### config.mk
export PLATFORM = sky130hd
export DESIGN_NAME = mm_host_seq_flat
export DESIGN_NICKNAME = d
export VERILOG_FILES = /design/src/hw/mm_geom_pkg.sv /design/src/hw/mm_ctrl_pkg.sv /design/src/hw/mm_mem_if.sv /design/src/hw/mm_host_seq.sv /design/src/flat_wrapper.sv
export SDC_FILE = /design/constraint.sdc
export NUM_CORES = 1
export LEC_CHECK = 0
export BUFFER_PORTS_ARGS = -buffer_cell sky130_fd_sc_hd__buf_2
export CAP_MARGIN = 5
export CORE_MARGIN = 2
export CORE_UTILIZATION = 30
export CTS_CLUSTER_DIAMETER = 40
export CTS_CLUSTER_SIZE = 30
export DETAILED_ROUTE_END_ITERATION = 8
export PLACE_DENSITY_LB_ADDON = 0.1
export SYNTH_ARGS = -nofsm -noshare
export SYNTH_HDL_FRONTEND = slang
export SYNTH_SLANG_ARGS = --single-unit
### constraint.sdc
create_clock -name arm_clk -period 7.5 [get_ports arm_clk]
set_input_delay 1.125 -clock arm_clk [delete_from_list [all_inputs] [get_ports arm_clk]]
set_output_delay 1.125 -clock arm_clk [all_outputs]
set_load 0.1 [all_outputs]
### src/hw/mm_geom_pkg.sv
package mm_geom_pkg;

  // matrix geometry
  localparam int LANES   = 4;   // int8 elements per memory word
  localparam int MAX_DIM = 16;  // largest m, n or p

  // memory geometry
  localparam int WORD_W    = 32;
  localparam int ADDR_W    = 8;
  localparam int MEM_DEPTH = 256;

  // one matrix dimension as carried in the command words
  typedef logic [15:0] dim_t;

  typedef logic [WORD_W-1:0] word_t;
  typedef logic [ADDR_W-1:0] addr_t;

  // signed element and signed accumulator
  typedef logic signed [7:0]  lane_t;
  typedef logic signed [31:0] acc_t;

  // one enable per byte lane
  typedef logic [LANES-1:0] lane_we_t;

endpackage

### src/hw/mm_ctrl_pkg.sv
package mm_ctrl_pkg;

  // word addresses inside the control memory
  localparam mm_geom_pkg::addr_t ADDR_FLAG = mm_geom_pkg::addr_t'(0);
  localparam mm_geom_pkg::addr_t ADDR_COM1 = mm_geom_pkg::addr_t'(1);  // {p, m}
  localparam mm_geom_pkg::addr_t ADDR_COM2 = mm_geom_pkg::addr_t'(2);  // {0, n}

  // flag word codes, host writes start, engine writes busy and finish
  localparam mm_geom_pkg::word_t FLAG_START  = 32'h5a5a_0001;
  localparam mm_geom_pkg::word_t FLAG_BUSY   = 32'h5a5a_0002;
  localparam mm_geom_pkg::word_t FLAG_FINISH = 32'h5a5a_0003;

  // one-hot host sequencer states
  typedef enum logic [7:0] {
    SEQ_IDLE       = 8'b0000_0001,
    SEQ_WRITE_FM   = 8'b0000_0010,
    SEQ_WRITE_WM   = 8'b0000_0100,
    SEQ_WRITE_COM  = 8'b0000_1000,
    SEQ_WRITE_FLAG = 8'b0001_0000,
    SEQ_WAIT_FLAG  = 8'b0010_0000,
    SEQ_READ_OUT   = 8'b0100_0000,
    SEQ_FINISH     = 8'b1000_0000
  } seq_state_t;

  // command words as two dimensions
  typedef struct packed {
    mm_geom_pkg::dim_t p;   // zero in command word 2
    mm_geom_pkg::dim_t mn;  // m in command word 1, n in command word 2
  } ctrl_dims_t;

  // same control word, seen as dimensions or as a flag code
  typedef union packed {
    ctrl_dims_t         dims;
    mm_geom_pkg::word_t raw;
  } ctrl_word_u;

endpackage

### src/hw/mm_mem_if.sv
interface mm_mem_if;

  mm_geom_pkg::lane_we_t we;     // one bit per byte lane
  mm_geom_pkg::addr_t    addr;
  mm_geom_pkg::word_t    wdata;
  mm_geom_pkg::word_t    rdata;  // word at the address of the previous edge

  modport host (
    output we, addr, wdata,
    input  rdata
  );

  modport mem (
    input  we, addr, wdata,
    output rdata
  );

endinterface

### src/hw/mm_host_seq.sv
module mm_host_seq (
  input  logic               arm_clk,
  input  logic               rst,
  input  logic               start,
  input  mm_geom_pkg::dim_t  m,
  input  mm_geom_pkg::dim_t  n,
  input  mm_geom_pkg::dim_t  p,
  input  logic               load_valid,
  input  mm_geom_pkg::word_t load_data,
  output logic               load_ready,
  output logic               busy,
  output logic               result_valid,
  output mm_geom_pkg::word_t result_data,
  output logic               done,
  mm_mem_if.host             fm_a,
  mm_mem_if.host             wm_a,
  mm_mem_if.host             ctrl_a,
  mm_mem_if.host             out_a
);

  mm_ctrl_pkg::seq_state_t state;
  mm_ctrl_pkg::seq_state_t state_nxt;
  mm_geom_pkg::dim_t       m_q;
  mm_geom_pkg::dim_t       n_q;
  mm_geom_pkg::dim_t       p_q;
  mm_geom_pkg::dim_t       cnt;        // shared word counter
  mm_geom_pkg::dim_t       fm_words;
  mm_geom_pkg::dim_t       wm_words;
  mm_geom_pkg::dim_t       out_words;
  logic                    accept;
  logic                    poll_q;
  logic                    rd_issue;
  logic                    rd_v1;
  mm_ctrl_pkg::ctrl_word_u cmd_w;
  mm_ctrl_pkg::ctrl_word_u flag_r;

  // keeps the memory images inside their depth
  function automatic mm_geom_pkg::dim_t clamp_dim(input mm_geom_pkg::dim_t d);
    if (d > mm_geom_pkg::dim_t'(mm_geom_pkg::MAX_DIM)) begin
      return mm_geom_pkg::dim_t'(mm_geom_pkg::MAX_DIM);
    end
    return d;
  endfunction

  // words per matrix, ceil(x/4) per row of k
  assign fm_words  = n_q * ((m_q + 16'd3) >> 2);
  assign wm_words  = n_q * ((p_q + 16'd3) >> 2);
  assign out_words = m_q * p_q;

  assign load_ready = (state == mm_ctrl_pkg::SEQ_WRITE_FM) ||
                      (state == mm_ctrl_pkg::SEQ_WRITE_WM);
  assign accept     = load_valid && load_ready;
  assign busy       = (state != mm_ctrl_pkg::SEQ_IDLE);
  assign done       = (state == mm_ctrl_pkg::SEQ_FINISH);
  assign rd_issue   = (state == mm_ctrl_pkg::SEQ_READ_OUT) && (cnt < out_words);
  assign flag_r     = ctrl_a.rdata;

  always_comb begin
    state_nxt = state;
    case (state)
      mm_ctrl_pkg::SEQ_IDLE:
        if (start) state_nxt = mm_ctrl_pkg::SEQ_WRITE_FM;
      mm_ctrl_pkg::SEQ_WRITE_FM:
        if (accept && cnt == fm_words - 16'd1) state_nxt = mm_ctrl_pkg::SEQ_WRITE_WM;
      mm_ctrl_pkg::SEQ_WRITE_WM:
        if (accept && cnt == wm_words - 16'd1) state_nxt = mm_ctrl_pkg::SEQ_WRITE_COM;
      mm_ctrl_pkg::SEQ_WRITE_COM:
        if (cnt == 16'd1) state_nxt = mm_ctrl_pkg::SEQ_WRITE_FLAG;
      mm_ctrl_pkg::SEQ_WRITE_FLAG:
        state_nxt = mm_ctrl_pkg::SEQ_WAIT_FLAG;
      mm_ctrl_pkg::SEQ_WAIT_FLAG:
        // first poll cycle still sees the word from before the start write
        if (poll_q && flag_r.raw == mm_ctrl_pkg::FLAG_FINISH) begin
          state_nxt = mm_ctrl_pkg::SEQ_READ_OUT;
        end
      mm_ctrl_pkg::SEQ_READ_OUT:
        if (cnt == out_words + 16'd1) state_nxt = mm_ctrl_pkg::SEQ_FINISH;  // 2 drain cycles
      mm_ctrl_pkg::SEQ_FINISH:
        state_nxt = mm_ctrl_pkg::SEQ_IDLE;
      default:
        state_nxt = mm_ctrl_pkg::SEQ_IDLE;
    endcase
  end

  always_ff @(posedge arm_clk or posedge rst) begin
    if (rst) begin
      state        <= mm_ctrl_pkg::SEQ_IDLE;
      cnt          <= '0;
      poll_q       <= 1'b0;
      rd_v1        <= 1'b0;
      result_valid <= 1'b0;
    end else begin
      state <= state_nxt;
      if (state_nxt != state) begin
        cnt <= '0;  // every state starts counting from zero
      end else if (accept || state == mm_ctrl_pkg::SEQ_WRITE_COM ||
                   state == mm_ctrl_pkg::SEQ_READ_OUT) begin
        cnt <= cnt + 16'd1;
      end
      poll_q       <= (state == mm_ctrl_pkg::SEQ_WAIT_FLAG);
      rd_v1        <= rd_issue;  // read data in the memory output register
      result_valid <= rd_v1;
    end
  end

  always_ff @(posedge arm_clk) begin
    if (state == mm_ctrl_pkg::SEQ_IDLE && start) begin
      m_q <= clamp_dim(m);
      n_q <= clamp_dim(n);
      p_q <= clamp_dim(p);
    end
    if (rd_v1) begin
      result_data <= out_a.rdata;
    end
  end

  // load stream straight into the feature and weight memories
  assign fm_a.we    = {mm_geom_pkg::LANES{accept && state == mm_ctrl_pkg::SEQ_WRITE_FM}};
  assign fm_a.addr  = cnt[mm_geom_pkg::ADDR_W-1:0];
  assign fm_a.wdata = load_data;
  assign wm_a.we    = {mm_geom_pkg::LANES{accept && state == mm_ctrl_pkg::SEQ_WRITE_WM}};
  assign wm_a.addr  = cnt[mm_geom_pkg::ADDR_W-1:0];
  assign wm_a.wdata = load_data;

  // command words, start flag, then flag polling
  always_comb begin
    cmd_w       = '0;
    ctrl_a.we   = '0;
    ctrl_a.addr = mm_ctrl_pkg::ADDR_FLAG;
    case (state)
      mm_ctrl_pkg::SEQ_WRITE_COM: begin
        ctrl_a.we = '1;
        if (cnt[0] == 1'b0) begin
          ctrl_a.addr  = mm_ctrl_pkg::ADDR_COM1;
          cmd_w.dims.p  = p_q;
          cmd_w.dims.mn = m_q;
        end else begin
          ctrl_a.addr  = mm_ctrl_pkg::ADDR_COM2;
          cmd_w.dims.mn = n_q;
        end
      end
      mm_ctrl_pkg::SEQ_WRITE_FLAG: begin
        ctrl_a.we = '1;
        cmd_w.raw = mm_ctrl_pkg::FLAG_START;
      end
      default: begin
      end
    endcase
    ctrl_a.wdata = cmd_w.raw;
  end

  // output memory is read only from this side
  assign out_a.we    = '0;
  assign out_a.addr  = cnt[mm_geom_pkg::ADDR_W-1:0];
  assign out_a.wdata = '0;

endmodule

### src/flat_wrapper.sv
// flat-port wrapper written by rule: the top's interface ports become plain ports
module mm_host_seq_flat 
  (arm_clk, rst, start, m, n, p, load_valid, load_data, load_ready, busy, result_valid, result_data, done, fm_a_we, fm_a_addr, fm_a_wdata, fm_a_rdata, wm_a_we, wm_a_addr, wm_a_wdata, wm_a_rdata, ctrl_a_we, ctrl_a_addr, ctrl_a_wdata, ctrl_a_rdata, out_a_we, out_a_addr, out_a_wdata, out_a_rdata);
  mm_mem_if fm_a_i ();
  mm_mem_if wm_a_i ();
  mm_mem_if ctrl_a_i ();
  mm_mem_if out_a_i ();
  input  logic arm_clk;
  input  logic rst;
  input  logic start;
  input  mm_geom_pkg::dim_t m;
  input  mm_geom_pkg::dim_t n;
  input  mm_geom_pkg::dim_t p;
  input  logic load_valid;
  input  mm_geom_pkg::word_t load_data;
  output logic load_ready;
  output logic busy;
  output logic result_valid;
  output mm_geom_pkg::word_t result_data;
  output logic done;
  output wire logic [$bits(fm_a_i.we)-1:0] fm_a_we;
  output wire logic [$bits(fm_a_i.addr)-1:0] fm_a_addr;
  output wire logic [$bits(fm_a_i.wdata)-1:0] fm_a_wdata;
  input wire logic [$bits(fm_a_i.rdata)-1:0] fm_a_rdata;
  output wire logic [$bits(wm_a_i.we)-1:0] wm_a_we;
  output wire logic [$bits(wm_a_i.addr)-1:0] wm_a_addr;
  output wire logic [$bits(wm_a_i.wdata)-1:0] wm_a_wdata;
  input wire logic [$bits(wm_a_i.rdata)-1:0] wm_a_rdata;
  output wire logic [$bits(ctrl_a_i.we)-1:0] ctrl_a_we;
  output wire logic [$bits(ctrl_a_i.addr)-1:0] ctrl_a_addr;
  output wire logic [$bits(ctrl_a_i.wdata)-1:0] ctrl_a_wdata;
  input wire logic [$bits(ctrl_a_i.rdata)-1:0] ctrl_a_rdata;
  output wire logic [$bits(out_a_i.we)-1:0] out_a_we;
  output wire logic [$bits(out_a_i.addr)-1:0] out_a_addr;
  output wire logic [$bits(out_a_i.wdata)-1:0] out_a_wdata;
  input wire logic [$bits(out_a_i.rdata)-1:0] out_a_rdata;
  assign fm_a_we = fm_a_i.we;
  assign fm_a_addr = fm_a_i.addr;
  assign fm_a_wdata = fm_a_i.wdata;
  assign fm_a_i.rdata = fm_a_rdata;
  assign wm_a_we = wm_a_i.we;
  assign wm_a_addr = wm_a_i.addr;
  assign wm_a_wdata = wm_a_i.wdata;
  assign wm_a_i.rdata = wm_a_rdata;
  assign ctrl_a_we = ctrl_a_i.we;
  assign ctrl_a_addr = ctrl_a_i.addr;
  assign ctrl_a_wdata = ctrl_a_i.wdata;
  assign ctrl_a_i.rdata = ctrl_a_rdata;
  assign out_a_we = out_a_i.we;
  assign out_a_addr = out_a_i.addr;
  assign out_a_wdata = out_a_i.wdata;
  assign out_a_i.rdata = out_a_rdata;
  mm_host_seq u_core (.arm_clk(arm_clk), .rst(rst), .start(start), .m(m), .n(n), .p(p), .load_valid(load_valid), .load_data(load_data), .load_ready(load_ready), .busy(busy), .result_valid(result_valid), .result_data(result_data), .done(done), .fm_a(fm_a_i), .wm_a(wm_a_i), .ctrl_a(ctrl_a_i), .out_a(out_a_i));
endmodule
==> metrics.md, run 1 <==
| Metric | Value |
|---|---|
| Fmax | `137 MHz` |
| Syn Area/Cell | `9.17 µm²` |
| DP Wirelength | `45600 µm` |
| FF-to-FF End | `u_core.cnt[1]` |
| Slowest stage delay, CP | `0.56 ns` |
| GPL Wtd Cong | `0.798` |
| DR WL/cell | `17.1 µm` |
| IO Count | `424` |
| Measured slew at the worst slew-check pin | `0.846 ns` |
| Reg-to-Reg Start | `u_core.m_q[0]` |
| Area grow syn2layout | `16.4%` |
| R2r setup slk | `0.22 ns` |
| Htree depth | `3` |
| Clock Path Buffers | `2` |
| Post-synth cell types | `95` |
| Clk slew on worst S/H paths | `0.08 ns` |
| Number of max-cap violations | `0` |
| Vias in the first global route | `15.8k` |
| Crit Path Category | `flip-flop to flip-flop` |
| Layout Nets | `3034` |
| Die H | `261 µm` |
| Most used cell, CP | `fa_1` |
| Initial detailed-routing violation count | `439` |
| Die W | `261 µm` |
| Remaining global-route overflow | `0` |
| Die Area | `68200 µm²` |
| Tmin final | `7.28 ns` |
| Worst hold path stage count | `2` |
| Core Footprint | `65600 µm²` |
| Post-Syn Instances | `2164` |
| Port bufs | `221` |
| Worst-path maximum fanout | `8` |
| HP Class | `flip-flop to flip-flop` |
| ANT nets after route | `0` |
| Seq/Total Area, Yosys | `0.155` |
| Via Count | `14.8k` |
| FFs w/ async S/R, synth | `0.252` |
| Slowest cell on the critical path | `fa_1` |
| Fill cells | `6869` |
| Mapped Area | `19800 µm²` |
| Critical Path End Type | `flip-flop` |
| Number of cell rows | `94` |
| Yosys warnings | `0` |
| EDFF count, synth | `80` |
| GRT Overall Usage | `0.170` |
| Worst Reg-to-Reg Cells | `27` |
| Fin crit share | `0.970` |
| Final WL | `56200 µm` |
| Initial core utilization | `0.302` |
| Most frequent cells in the layout | `335 x inv_1, 264 x fa_1, 261 x nand2_1` |
| Hold endpoint | `u_core.state[0]` |
| Slew HR | `0.434` |
| CTS tree | `built` |
| Final setup viols | `0` |
| TritonCTS Buffers | `9` |
| First-pass GRT wire length | `89300 µm` |
| DRC | `0` |
| CTS Root Cell | `clkbuf_16` |
| CP Launch Type | `flip-flop` |
| Share of cells above drive strength 1 | `0.219` |
| Max-slew violation count | `0` |
| Initial antenna violation count | `0` |
| Ys flop type | `edfxtp_1` |
| Clk_skew | `0.0115 ns` |
| Signal arrival time at the worst endpoint | `7.60 ns` |
| Router iterations before antenna repair | `5` |
| Commonest non-fill, non-tap cell in the layout | `inv_1` |
| Num Clock Sinks | `107` |
| Final worst slack | `0.221 ns` |
| DR vias/cell | `4.50` |
| Hold Startpoint | `u_core.state[0]` |
| Worst skew pair latency | `0.40 ns` |
| Outcome | `complete, no violations` |
| Data required, critical path | `7.82 ns` |
| Placement-stage worst setup slack | `-0.222 ns` |
| Fin. Hold Viols | `0` |
| Largest net degree at the start of global routing | `49` |
| Flops & latches, synth | `107` |
-- cell families (layout without fill, tap and decap cells) --
group	count (synthesis)	count (layout)	synth area share
other cells	1	76	0.000189
fa+ha+maj	411	411	0.359
simple gates	701	701	0.187
xor+xnor	186	186	0.0921
mux	23	23	0.0116
buf+inv	579	764	0.138
flops	107	107	0.155
compound gates	156	156	0.0578
-- worst max-delay path: cells and delay by family, from the launching register on --
| family | cells | cell delay, ns |
|---|---|---|
| compound gates | 4 | 0.91 |
| xor+xnor | 4 | 0.80 |
| fa+ha+maj | 7 | 3.16 |
| buf+inv | 7 | 0.93 |
| flops | 1 | 0.43 |
| simple gates | 5 | 0.95 |
-- per-stage QoR --
step           setup TNS, ns  hold slack [ns]   util  cells  area, µm²
2_1_floorplan              0            0.555      -   2238      20100
3_3_place_gp           -3.29            0.606  0.339   3255      22300
3_5_place_dp           -3.06            0.627  0.339   3255      22300
4_1_cts                    0            0.633  0.345   3274      22600
5_1_grt               -0.205            0.663  0.352   3287      23100
6_report                   0            0.635  0.352   3288      23100
-- layer usage --
metal  GRT usage  wire length (µm)  vias to the layer above
met5           0                 0                        -
met1       0.233             26700                     7449
met4      0.0311               510                        0
met3      0.0202              1530                       23
met2       0.289             27500                      236
li1            -                 -                     7084
-- timing repair --
action | 4_1_cts | 5_1_grt
pin swaps | 9 | 38
hold buffers | 0 | 0
cloned | 0 | 1
buffers inserted | 3 | 11
resized for setup | 13 | 54
endpoints found under the setup margin | 17 | 18
-- how the worst max path moves through the flow --
stage / cells past startpoint / slack (ns) / startpoint / to
2_1_floorplan: 26 / 0.34 / u_core.m_q[4] / u_core.cnt[2]
3_3_place_gp: 25 / -0.22 / u_core.m_q[4] / u_core.cnt[5]
3_5_place_dp: 28 / -0.22 / u_core.m_q[0] / u_core.cnt[6]
4_1_cts: 27 / 0.11 / u_core.m_q[1] / u_core.cnt[6]
5_1_grt: 27 / -0.05 / u_core.m_q[0] / u_core.cnt[1]
6_report: 27 / 0.22 / u_core.m_q[0] / u_core.cnt[1]
-- flip-flops by register name (all words and copies together) (netlist names) --
register and count:
u_core.cnt 16, u_core.m_q 16, u_core.n_q 16, u_core.p_q 16
u_core.poll_q 1, u_core.rd_v1 1, u_core.result_data 32, u_core.result_valid 1
u_core.state 8
-- synthesized netlist by cell type (all sizes together), types with 26 or more instances --
library cell	n	area, µm²
edfxtp	80	2400
ha	138	1730
inv	337	1260
clkbuf	88	330
dfrtp	26	651
xor2	44	393
nor3	39	284
nor2	78	313
and2	195	1220
o21ai	30	150
a21oi	32	168
nand2	264	991
buf	154	1130
fa	266	5330
xnor2	130	1160
-- cell type report --
class	instances	area, µm²	share of cell area
multi-input cells	1552	14700	0.635
flip-flops and latches	107	3080	0.133
repair buffers	411	2710	0.118
inverters	337	1260	0.0548
well taps	864	1080	0.0468
clock buffers	10	229	0.00992
clock inverters	6	47.5	0.00206
diodes	1	2.50	0.000108
Power of run 1 is left out: the tool's default activity adds up to more than one toggle a clock period on the data nets, which glitch-free logic cannot reach.
==> inputs of run 2 (changes only) <==
- CORE_ASPECT_RATIO: unset -> 1.1
==> metrics.md, run 2 (synthesis gave the netlist of run 1 again) <==
| Metric | Value |
|---|---|
| Outcome | `complete, no violations (unchanged)` |
| Max-slew violation count | `0 (unchanged)` |
| DR vias/cell | `4.51 (was 4.50)` |
| Initial antenna violation count | `0 (unchanged)` |
| Final setup viols | `0 (unchanged)` |
| CTS tree | `built (unchanged)` |
| Num Clock Sinks | `107 (unchanged)` |
| Via Count | `14.8k (about the same)` |
| Data required, critical path | `7.82 ns (about the same)` |
| FF-to-FF End | `u_core.cnt[12] (was u_core.cnt[1])` |
| Die Area | `68200 µm² (about the same)` |
| Clk slew on worst S/H paths | `0.08 ns (about the same)` |
| Unrepaired setup endpoints after global routing | `yes` |
| Remaining global-route overflow | `0 (unchanged)` |
| Share of cells above drive strength 1 | `0.217 (was 0.219)` |
| Core Footprint | `65200 µm² (was 65600 µm²)` |
| DR WL/cell | `17.2 µm (was 17.1 µm)` |
| ANT nets after route | `0 (unchanged)` |
| Slowest stage delay, CP | `0.57 ns (was 0.56 ns)` |
| Crit Path Category | `flip-flop to flip-flop (unchanged)` |
| Die W | `249 µm (was 261 µm)` |
| Number of cell rows | `98 (was 94)` |
| Crit-path leading delay family | `adder cells (unchanged)` |
| IO Count | `424 (unchanged)` |
| Max reg flops | `32 (unchanged)` |
| Vias in the first global route | `15.5k (was 15.8k)` |
| CTS Root Cell | `clkbuf_16 (unchanged)` |
| Largest net degree at the start of global routing | `49 (unchanged)` |
| Storage cell area | `3080 µm² (unchanged)` |
| Hold endpoint | `u_core.state[0] (unchanged)` |
| Post-CTS Hold Buffers | `0 (unchanged)` |
| Commonest non-fill, non-tap cell in the layout | `inv_1 (unchanged)` |
| Most used cell, CP | `fa_1 (unchanged)` |
| R2r setup slk | `0.18 ns (was 0.22 ns)` |
| Area of the multi-input gates | `14600 µm² (was 14700 µm²)` |
| CP Launch Type | `flip-flop (unchanged)` |
| Crit path buffers/inverters | `7 (unchanged)` |
| Fin. Hold Viols | `0 (unchanged)` |
| Initial detailed-routing violation count | `616 (was 439)` |
| Slowest cell on the critical path | `fa_1 (unchanged)` |
| Fill cells | `6828 (was 6869)` |
| Worst hold path stage count | `2 (unchanged)` |
| Number of max-cap violations | `0 (unchanged)` |
| Final WL | `56200 µm (about the same)` |
| Register bank with the most flops | `u_core.result_data (unchanged)` |
| Placement-stage worst setup slack | `-0.305 ns (was -0.222 ns)` |
| HP Class | `flip-flop to flip-flop (unchanged)` |
| First-pass GRT wire length | `89300 µm (about the same)` |
| Placed insts | `3241 (was 3255)` |
| DRC | `0 (unchanged)` |
| Most frequent cells in the layout | `334 x inv_1, 262 x nand2_1, 262 x fa_1 (was 335 x inv_1, 264 x fa_1, 261 x nand2_1)` |
| Router iterations before antenna repair | `4 (was 5)` |
| Fin crit share | `0.976 (was 0.970)` |
| Initial core utilization | `0.304 (was 0.302)` |
| Worst skew pair latency | `0.40 ns (about the same)` |
| Signal arrival time at the worst endpoint | `7.64 ns (was 7.60 ns)` |
| Port bufs | `221 (unchanged)` |
| Clock Path Buffers | `2 (unchanged)` |
| Fmax | `137 MHz (about the same)` |
| GRT Overall Usage | `0.169 (was 0.170)` |
| Slew HR | `0.286 (was 0.434)` |
| Reg-to-Reg Start | `u_core.m_q[0] (unchanged)` |
| DP Wirelength | `45800 µm (was 45600 µm)` |
| Critical Path End Type | `flip-flop (unchanged)` |
| Worst-path maximum fanout | `6 (was 8)` |
| Layout Nets | `3033 (was 3034)` |
| Die H | `274 µm (was 261 µm)` |
| GPL Wtd Cong | `0.779 (was 0.798)` |
| Area grow syn2layout | `16.0% (was 16.4%)` |
| Measured slew at the worst slew-check pin | `1.07 ns (was 0.846 ns)` |
| Worst Reg-to-Reg Cells | `28 (was 27)` |
| Hold Startpoint | `u_core.state[0] (unchanged)` |
| Htree depth | `3 (unchanged)` |
| Fin Setup TNS | `0 ns (unchanged)` |
| Final worst slack | `0.181 ns (was 0.221 ns)` |
| Fin cells | `3273 (was 3288)` |
| Tmin final | `7.32 ns (was 7.28 ns)` |
| TritonCTS Buffers | `9 (unchanged)` |
| Clk_skew | `0.0121 ns (was 0.0115 ns)` |
## run 2: changes by cell type in the layout (fill, tap and decap cells not counted), sizes merged
cell | before | now
inv | 339 | 340
clkbuf | 12 | 10
## run 2: worst register-to-register path, delay by kind of cell (launching register included)
kind                       cells  cell delay (ns)
DFF                            1             0.44
buffers and inverters          7             0.87
adders and majority gates      7             3.22
AOI/OAI and AO/OA              4             0.88
and+or+nand+nor                6             0.91
xor gates and xnor gates       4             0.91
## run 2: metrics by stage
stage	instance area (µm²)	hold slack, ns	util
CTS	22600	0.612	0.347
finish	23000	0.616	0.353
global placement	22200	0.600	0.341
floorplan	20100	0.555	-
detailed placement	22200	0.608	0.341
global route	23000	0.651	0.353
## run 2: timing repair
action / 4_1_cts / 5_1_grt
pin swaps: 7 / 62
gates cloned: 0 / 1
setup endpoints to repair: 17 / 17
hold endpoints to repair: 0 / 0
resized for setup: 8 / 66
setup buffers: 4 / 12
## run 2: how the worst max path moves through the flow
| stage | endpoint | from | cells past startpoint |
|---|---|---|---|
| after detailed placement | u_core.cnt[12] | u_core.m_q[0] | 25 |
| after CTS | u_core.cnt[12] | u_core.m_q[1] | 27 |
| final | u_core.cnt[12] | u_core.m_q[0] | 28 |
| after global routing | u_core.cnt[1] | u_core.p_q[1] | 26 |
| after floorplan | u_core.cnt[2] | u_core.m_q[4] | 26 |
| after global placement | u_core.cnt[15] | u_core.m_q[4] | 25 |
## run 2: area by class of cell
type	instances	share of cell area
Antenna cell	1	0.000109
Inverter	337	0.0549
Clock buffer	9	0.00978
Timing Repair Buffer	410	0.117
Tap cell	850	0.0462
Sequential cell	107	0.134
Multi-Input combinational cell	1552	0.635
Clock inverter	7	0.00223
## run 2: metal layers
layer | GRT usage | vias to the layer above | part of all wire
li1 | - | 7096 | -
met1 | 0.224 | 7322 | 0.45
met4 | 0.0495 | 0 | 0.022
met3 | 0.0214 | 55 | 0.032
met2 | 0.288 | 295 | 0.49
met5 | 0 | - | 0
Power of run 2 is left out for the same reason.
